==> src/verilog/vga_defines.svh <==
// XGA 1024x768 timing with fixed button geometry, all values sized to the 11-bit coordinate
`ifndef VGA_DEFINES_SVH
`define VGA_DEFINES_SVH

// Horizontal timing in pixel clocks
`define H_ACTIVE      11'd1024
`define H_SYNC_START  11'd1048
`define H_SYNC_END    11'd1184
`define H_TOTAL       11'd1344

// Vertical timing in lines
`define V_ACTIVE      11'd768
`define V_SYNC_START  11'd771
`define V_SYNC_END    11'd777
`define V_TOTAL       11'd806

// Last visible column and line, where the frame border sits
`define FRAME_H_LAST  11'd1023
`define FRAME_V_LAST  11'd767

// Buttons share one row and one size
`define BTN_Y         11'd668
`define BTN_W         11'd100
`define BTN_H         11'd50
`define BTN1_X        11'd342
`define BTN2_X        11'd462
`define BTN3_X        11'd582

// 4:4:4 colors
`define COLOR_BLACK   12'h000
`define COLOR_BG      12'h888
`define COLOR_BORDER  12'hFFF
`define COLOR_BTN1    12'hF00
`define COLOR_BTN2    12'h00F
`define COLOR_BTN3    12'h0F0

`endif

==> src/verilog/vga_pkg.sv <==
// Shared types for the pixel pipeline; coordinates cover counts up to 2047 only
package vga_pkg;

  // Pixel or line count, wide enough for H_TOTAL
  typedef logic [10:0] coord_t;

  // Color as 4 bits each of red, green, blue
  typedef logic [11:0] rgb_t;

  // Screen shown by the menu
  typedef enum logic [2:0] {
    MENU  = 3'd0, // Start button only
    PLAY  = 3'd1, // Two game buttons
    PAUSE = 3'd2  // No buttons
  } screen_t;

endpackage

==> src/verilog/vga_if.sv <==
// One pixel per clock with no handshake; the driver must present a new pixel every cycle
`timescale 1ns/1ps

interface vga_if import vga_pkg::*; ();

  coord_t hcount; // Column of this pixel
  coord_t vcount; // Line of this pixel
  logic   hsync;  // Horizontal sync, active high
  logic   vsync;  // Vertical sync, active high
  logic   hblnk;  // Outside the active columns
  logic   vblnk;  // Outside the active lines
  rgb_t   rgb;    // Pixel color

  modport out (
    output hcount, vcount,
    output hsync, vsync, hblnk, vblnk,
    output rgb
  );

  modport in (
    input hcount, vcount,
    input hsync, vsync, hblnk, vblnk,
    input rgb
  );

endinterface

==> src/verilog/vga_timing.sv <==
// XGA counters with fixed timing from the defines header; rgb is always 0 at this stage
`timescale 1ns/1ps

`include "vga_defines.svh"

module vga_timing import vga_pkg::*; (
  input  logic clk,
  input  logic rst,
  vga_if.out   vga_out
);

  coord_t hcount_nxt; // Column for the next clock
  coord_t vcount_nxt; // Line for the next clock
  logic   h_wrap;     // Last column of a line
  logic   v_wrap;     // Last line of a frame

  always_comb begin
    h_wrap = (vga_out.hcount == (`H_TOTAL - 11'd1));
    v_wrap = (vga_out.vcount == (`V_TOTAL - 11'd1));

    if (h_wrap) begin
      hcount_nxt = '0;
    end else begin
      hcount_nxt = vga_out.hcount + 11'd1;
    end

    // Line advances only when a line ends
    if (!h_wrap) begin
      vcount_nxt = vga_out.vcount;
    end else if (v_wrap) begin
      vcount_nxt = '0;
    end else begin
      vcount_nxt = vga_out.vcount + 11'd1;
    end
  end

  // Flags are computed from the next count so they line up with it
  always_ff @(posedge clk) begin
    if (rst) begin
      vga_out.hcount <= '0;
      vga_out.vcount <= '0;
      vga_out.hsync  <= 1'b0;
      vga_out.vsync  <= 1'b0;
      vga_out.hblnk  <= 1'b0;
      vga_out.vblnk  <= 1'b0;
    end else begin
      vga_out.hcount <= hcount_nxt;
      vga_out.vcount <= vcount_nxt;
      vga_out.hsync  <= (hcount_nxt >= `H_SYNC_START) &&
                        (hcount_nxt < `H_SYNC_END);        // Sync window
      vga_out.vsync  <= (vcount_nxt >= `V_SYNC_START) &&
                        (vcount_nxt < `V_SYNC_END);
      vga_out.hblnk  <= (hcount_nxt >= `H_ACTIVE);           // Right porch onwards
      vga_out.vblnk  <= (vcount_nxt >= `V_ACTIVE);           // Bottom porch onwards
    end
  end

  assign vga_out.rgb = `COLOR_BLACK; // No color before the background stage

endmodule

==> src/verilog/draw_bg.sv <==
// Background stage with one cycle of latency; the border assumes an XGA active area
`timescale 1ns/1ps

`include "vga_defines.svh"

module draw_bg import vga_pkg::*; (
  input  logic clk,
  input  logic rst,
  vga_if.in    vga_in,
  vga_if.out   vga_out
);

  rgb_t rgb_nxt; // Background color for the incoming pixel
  logic on_edge; // Pixel on the one-pixel frame

  always_comb begin
    on_edge = (vga_in.hcount == '0) || (vga_in.hcount == `FRAME_H_LAST) ||
              (vga_in.vcount == '0) || (vga_in.vcount == `FRAME_V_LAST);

    if (vga_in.hblnk || vga_in.vblnk) begin
      rgb_nxt = `COLOR_BLACK;  // Blanking must stay black
    end else if (on_edge) begin
      rgb_nxt = `COLOR_BORDER; // White frame
    end else begin
      rgb_nxt = `COLOR_BG;     // Gray fill
    end
  end

  always_ff @(posedge clk) begin
    if (rst) begin
      vga_out.hcount <= '0;
      vga_out.vcount <= '0;
      vga_out.hsync  <= 1'b0;
      vga_out.vsync  <= 1'b0;
      vga_out.hblnk  <= 1'b0;
      vga_out.vblnk  <= 1'b0;
      vga_out.rgb    <= '0;
    end else begin
      vga_out.hcount <= vga_in.hcount;
      vga_out.vcount <= vga_in.vcount;
      vga_out.hsync  <= vga_in.hsync;
      vga_out.vsync  <= vga_in.vsync;
      vga_out.hblnk  <= vga_in.hblnk;
      vga_out.vblnk  <= vga_in.vblnk;
      vga_out.rgb    <= rgb_nxt;
    end
  end

endmodule

==> src/verilog/draw_buttons.sv <==
// Button overlay with one cycle of latency; buttons must lie inside the active area
`timescale 1ns/1ps

`include "vga_defines.svh"

module draw_buttons import vga_pkg::*; (
  input  logic    clk,
  input  logic    rst,
  input  screen_t screen,
  vga_if.in       vga_in,
  vga_if.out      vga_out
);

  rgb_t rgb_nxt; // Color after the overlay
  logic in_row;  // Pixel on the button row
  logic in_btn1; // Inside button 1 rectangle
  logic in_btn2; // Inside button 2 rectangle
  logic in_btn3; // Inside button 3 rectangle

  always_comb begin
    in_row  = (vga_in.vcount >= `BTN_Y) && (vga_in.vcount < (`BTN_Y + `BTN_H));
    in_btn1 = in_row && (vga_in.hcount >= `BTN1_X) &&
              (vga_in.hcount < (`BTN1_X + `BTN_W));
    in_btn2 = in_row && (vga_in.hcount >= `BTN2_X) &&
              (vga_in.hcount < (`BTN2_X + `BTN_W));
    in_btn3 = in_row && (vga_in.hcount >= `BTN3_X) &&
              (vga_in.hcount < (`BTN3_X + `BTN_W));

    // Rectangles do not overlap, so order does not matter
    if (in_btn1 && (screen == MENU)) begin
      rgb_nxt = `COLOR_BTN1;          // Start button
    end else if (in_btn2 && (screen == PLAY)) begin
      rgb_nxt = `COLOR_BTN2;
    end else if (in_btn3 && (screen == PLAY)) begin
      rgb_nxt = `COLOR_BTN3;
    end else begin
      rgb_nxt = vga_in.rgb;           // Background shows through
    end
  end

  always_ff @(posedge clk) begin
    if (rst) begin
      vga_out.hcount <= '0;
      vga_out.vcount <= '0;
      vga_out.hsync  <= 1'b0;
      vga_out.vsync  <= 1'b0;
      vga_out.hblnk  <= 1'b0;
      vga_out.vblnk  <= 1'b0;
      vga_out.rgb    <= '0;
    end else begin
      vga_out.hcount <= vga_in.hcount;
      vga_out.vcount <= vga_in.vcount;
      vga_out.hsync  <= vga_in.hsync;
      vga_out.vsync  <= vga_in.vsync;
      vga_out.hblnk  <= vga_in.hblnk;
      vga_out.vblnk  <= vga_in.vblnk;
      vga_out.rgb    <= rgb_nxt;
    end
  end

endmodule

==> src/verilog/menu_state.sv <==
// Screen FSM that changes only at frame start; at most one transition per frame
`timescale 1ns/1ps

module menu_state import vga_pkg::*; (
  input  logic    clk,
  input  logic    rst,
  input  logic    key_start,
  input  logic    key_pause,
  input  logic    key_back,
  vga_if.in       tim_in,
  output screen_t screen
);

  logic    start_pend;  // Start seen this frame
  logic    pause_pend;  // Pause seen this frame
  logic    back_pend;   // Back seen this frame
  logic    frame_start; // Timing shows pixel (0, 0)
  screen_t screen_nxt;

  assign frame_start = (tim_in.hcount == '0) && (tim_in.vcount == '0);

  // Back wins over start, start over pause
  always_comb begin
    screen_nxt = screen;
    if (back_pend && ((screen == PLAY) || (screen == PAUSE))) begin
      screen_nxt = MENU;
    end else if (start_pend && ((screen == MENU) || (screen == PAUSE))) begin
      screen_nxt = PLAY;
    end else if (pause_pend && (screen == PLAY)) begin
      screen_nxt = PAUSE;
    end
  end

  always_ff @(posedge clk) begin
    if (rst) begin
      start_pend <= 1'b0;
      pause_pend <= 1'b0;
      back_pend  <= 1'b0;
      screen     <= MENU;
    end else if (frame_start) begin
      screen     <= screen_nxt;   // Applied before the first visible pixel
      start_pend <= key_start;    // Keys on this cycle carry to next frame
      pause_pend <= key_pause;
      back_pend  <= key_back;
    end else begin
      start_pend <= start_pend | key_start;
      pause_pend <= pause_pend | key_pause;
      back_pend  <= back_pend | key_back;
    end
  end

endmodule

==> src/verilog/vga_menu_top.sv <==
// Menu screen top level; clk must be the 65 MHz XGA pixel clock, keys are one-cycle pulses
`timescale 1ns/1ps

module vga_menu_top import vga_pkg::*; (
  input  logic    clk,
  input  logic    rst,
  input  logic    key_start,
  input  logic    key_pause,
  input  logic    key_back,
  output logic    hsync,
  output logic    vsync,
  output rgb_t    rgb,
  output screen_t screen
);

  vga_if tim_if ();       // Counters and sync
  vga_if bg_if ();        // After background
  vga_if btn_if ();       // After buttons, two cycles behind tim_if

  vga_timing u_vga_timing (
    .clk     (clk),
    .rst     (rst),
    .vga_out (tim_if.out)
  );

  draw_bg u_draw_bg (
    .clk     (clk),
    .rst     (rst),
    .vga_in  (tim_if.in),
    .vga_out (bg_if.out)
  );

  draw_buttons u_draw_buttons (
    .clk     (clk),
    .rst     (rst),
    .screen  (screen),
    .vga_in  (bg_if.in),
    .vga_out (btn_if.out)
  );

  menu_state u_menu_state (
    .clk       (clk),
    .rst       (rst),
    .key_start (key_start),
    .key_pause (key_pause),
    .key_back  (key_back),
    .tim_in    (tim_if.in),
    .screen    (screen)
  );

  assign hsync = btn_if.hsync;
  assign vsync = btn_if.vsync;
  assign rgb   = btn_if.rgb;

endmodule

==> config.mk <==
export PLATFORM = sky130hd
export DESIGN_NAME = vga_menu_top
export DESIGN_NICKNAME = d
export VERILOG_FILES = /design/src/verilog/vga_pkg.sv /design/src/verilog/vga_if.sv /design/src/verilog/vga_timing.sv /design/src/verilog/draw_bg.sv /design/src/verilog/draw_buttons.sv /design/src/verilog/menu_state.sv /design/src/verilog/vga_menu_top.sv
export VERILOG_INCLUDE_DIRS = /design/src /design/src/verilog
export SDC_FILE = /design/constraint.sdc
export NUM_CORES = 1
export LEC_CHECK = 0
export BUFFER_PORTS_ARGS = -buffer_cell sky130_fd_sc_hd__clkbuf_2
export CORE_UTILIZATION = 59
export CTS_CLUSTER_DIAMETER = 30
export DETAILED_ROUTE_END_ITERATION = 7
export PLACE_DENSITY_LB_ADDON = 0.3
export SLEW_MARGIN = 30
export SYNTH_ARGS = -nofsm -noshare
export SYNTH_HDL_FRONTEND = slang
export SYNTH_SLANG_ARGS = --single-unit
export TNS_END_PERCENT = 50
==> constraint.sdc <==
create_clock -name clk -period 2.3 [get_ports clk]
set_input_delay 0.345 -clock clk [delete_from_list [all_inputs] [get_ports clk]]
set_output_delay 0.345 -clock clk [all_outputs]
set_load 0.01 [all_outputs]
==> summary.txt <==
Outcome
  • Status: complete, no violations

Drt
  • DRT Pass-1 Iters: 4
  • DR vias/cell: 5.77
  • Post-route DRC: 0
  • DRT Wirelength: 6040 um
  • Wire per inst: 14.3 um
  • Iter 0 DRT Violations: 121
  • Vias: 2,434
  • Antenna-violating nets left: 0

CTS
  • TritonCTS Sinks: 62
  • Clock Tree Buf Depth: 2
  • TritonCTS buffer count: 9
  • Worst skew pair latency: 330 ps
  • Level count of the clock H-tree: 3
  • CTS Root Cell: clkbuf_8
  • Clock transition at the registers of the reported paths: 70 ps
  • CTS tree: yes

Pwr
  • Clock power frac: 43.3%
  • Switching pwr: 0.502 mW
  • Int Pwr: 1.68 mW
  • Reg power frac: 51.1%
  • Sw frac: 23.0%
  • Pwr/cell area: 658 nW/um^2
  • VDD IR-drop max: 0.000382 V
  • Logic pwr share: 5.6%
  • Leakage: 1.26 nW

Logic synthesis
  • Ys flop type: dfxtp_1
  • Register bit total from synthesis: 62
  • Synth Area in XOR/XNOR: 3.30%
  • Synthesized Nets: 338
  • Synth Area in Compound Gates: 14.8%
  • Post-Synth Simple-Gate Area: 28.6%
  • Async set-reset flop share out of synthesis: 0%
  • Library cells used by synthesis: 64
  • Sequential share of the synthesized area: 42.6%
  • Syn Inst Count: 325
  • Mux contribution to synthesized area: 0.729%
  • Avg Cell Area, Syn: 8.97 um^2
  • Number of enable flip-flop cells after synthesis: 0
  • Synthesized area: 2920 um^2
  • Area leader, netlist: dfxtp_1
  • Ys Warns: 0
  • Dominant cells by area after synthesis: dfxtp_1, nor2b_1, a21oi_1
  • Adder-Cell Fraction of Synth Area: 3.43%
  • Top cell type's share of synthesized area: 42.6%
  • Largest family of logic cells by synthesized area: simple AND/OR/NAND/NOR gates

Global routing
  • Global-route wire length before repair: 9940 um
  • Gr ovfl total: 0
  • Antenna violations before repair: 0
  • All-Layer GR Usage: 24.8%
  • Vias in the first global route: 2,198
  • Largest net degree at the start of global routing: 27

Flow run
  • Max-Cap Viols: 0

Floorplanning
  • Die area: 5230 um^2
  • Die Y: 72.3 um
  • # IOs: 22
  • Number of cell rows: 25
  • Initial Utilization: 61.3%
  • Core area: 4750 um^2
  • Die Width: 72.3 um

Setup path
  • Nature of the critical path endpoint: flop
  • Critical Path AT: 2400 ps
  • Critical Path Fanout Max: 6
  • CP Class: flop to flop
  • Worst EP required: 2520 ps
  • Crit path launch type: flop

Layout
  • Nets@finish: 363
  • Area grow syn2layout: 13.6%
  • Ant diodes: 0
  • Layout cells sized above 1: 20.3%
  • Commonest non-fill, non-tap cell in the layout: dfxtp_1
  • Fillers: 398
  • Most frequent cells in the layout: dfxtp_1, nor2_1, nor2b_1

STA
  • Min Tclk post-route: 2170 ps
  • Final setup margin: 130 ps
  • Fmax: 461 MHz
  • Period utilization: 94.4%
  • Slew Viols, Final: 0
  • Final Setup Violations: 0
  • Final hold vios: 0
  • Setup TNS: 0 ps
  • Hold Slack: 226 ps
  • Skew final: 11.6 ps

Place
  • Buffers on Ports: 20
  • DP Worst Slack: 77.8 ps
  • Hpwl dp: 4320 um
  • Gpl congestion: 0.884

Worst hold path
  • Hold crit path type: input port to flop
## cells in the mapped netlist, drive strengths merged (8+ instances only)
library cell / count
a21oi: 22
buf: 19
clkbuf: 9
dfxtp: 62
ha: 8
nand2: 19
nand3: 9
nor2: 26
nor2b: 24
nor3: 15
o21ai: 8
## power groups by stage
stage / Combinational (mW) / Clock [mW] / Sequential [mW]
final: 0.122 / 0.945 / 1.11
after global routing: 0.134 / 1.01 / 1.12
after CTS: 0.122 / 0.955 / 1.11
after detailed placement: 0.121 / 0 / 1.14
after global placement: 0.119 / 0 / 1.14
after floorplan: 0.0848 / 0 / 1.14
## cell type report
| cell class | count | area, um^2 | share of cell area [%] |
|---|---|---|---|
| Timing Repair Buffer | 42 | 265 | 8.01 |
| Clock buffer | 11 | 141 | 4.27 |
| Tap cell | 67 | 83.8 | 2.53 |
| Clock inverter | 5 | 58.8 | 1.78 |
| Inverter | 7 | 26.3 | 0.793 |
| Multi-Input combinational cell | 228 | 1490 | 45.1 |
| Sequential cell | 62 | 1240 | 37.6 |
## logic make-up after synthesis
logic type / after synthesis
AO/OA/AOI/OAI: 64
flip-flops: 62
buffers and inverters: 35
XOR/XNOR: 11
adder cells (fa/ha/maj): 8
other: 1
multiplexers: 2
AND/OR/NAND/NOR: 142
## per-stage QoR
stage	total power [mW]	instances	instance area, um^2	utilization [%]
after floorplan	1.23	325	2920	-
after global placement	1.26	406	3100	65.2
after detailed placement	1.26	406	3100	65.2
after CTS	2.19	422	3300	69.4
after global routing	2.26	422	3310	69.7
final	2.18	422	3310	69.7
## layer usage
layer	global-route usage [%]	wire length, um	vias up
li1	-	-	1203
met1	31.5	2780	1143
met5	0	0	-
met3	7.64	364	6
met4	10.2	72	0
met2	39.1	2820	82
## final timing paths
| check | startpoint | endpoint | slack (ps) | cells past startpoint |
|---|---|---|---|---|
| max | u_vga_timing.vga_out.hcount[0] | u_vga_timing.vga_out.vsync | 130 | 7 |
| max reg2reg | u_vga_timing.vga_out.hcount[0] | u_vga_timing.vga_out.vsync | 130 | 7 |
| min reg2reg | u_vga_timing.vga_out.vblnk | u_draw_bg.vga_out.rgb[7] | 410 | 1 |
| min | key_back | u_menu_state.back_pend | 230 | 3 |
## registers in the layout (all words and copies together), names as in the netlist, 2 cells and up
| signal | count |
|---|---|
| u_menu_state.screen | 2 |
| u_draw_bg.vga_out.hcount | 10 |
| u_vga_timing.vga_out.hcount | 10 |
| u_draw_bg.vga_out.rgb | 2 |
| u_vga_timing.vga_out.vcount | 11 |
| u_draw_bg.vga_out.vcount | 10 |
| u_draw_buttons.vga_out.rgb | 6 |
## critical path, cell delays in order (launching register included)
cell,delay [ps]
dfxtp_1,410
ha_1,190
and3_1,190
nand2_2,150
nor4_2,340
mux2i_1,340
nand2_1,130
a2111oi_2,320
## timing repair
item	CTS	global route
endpoints found under the setup margin	0	2
buffers inserted	0	0
gates resized for setup	0	4
hold buffers	0	0
Note: power is estimated with default switching activity, not from simulation.
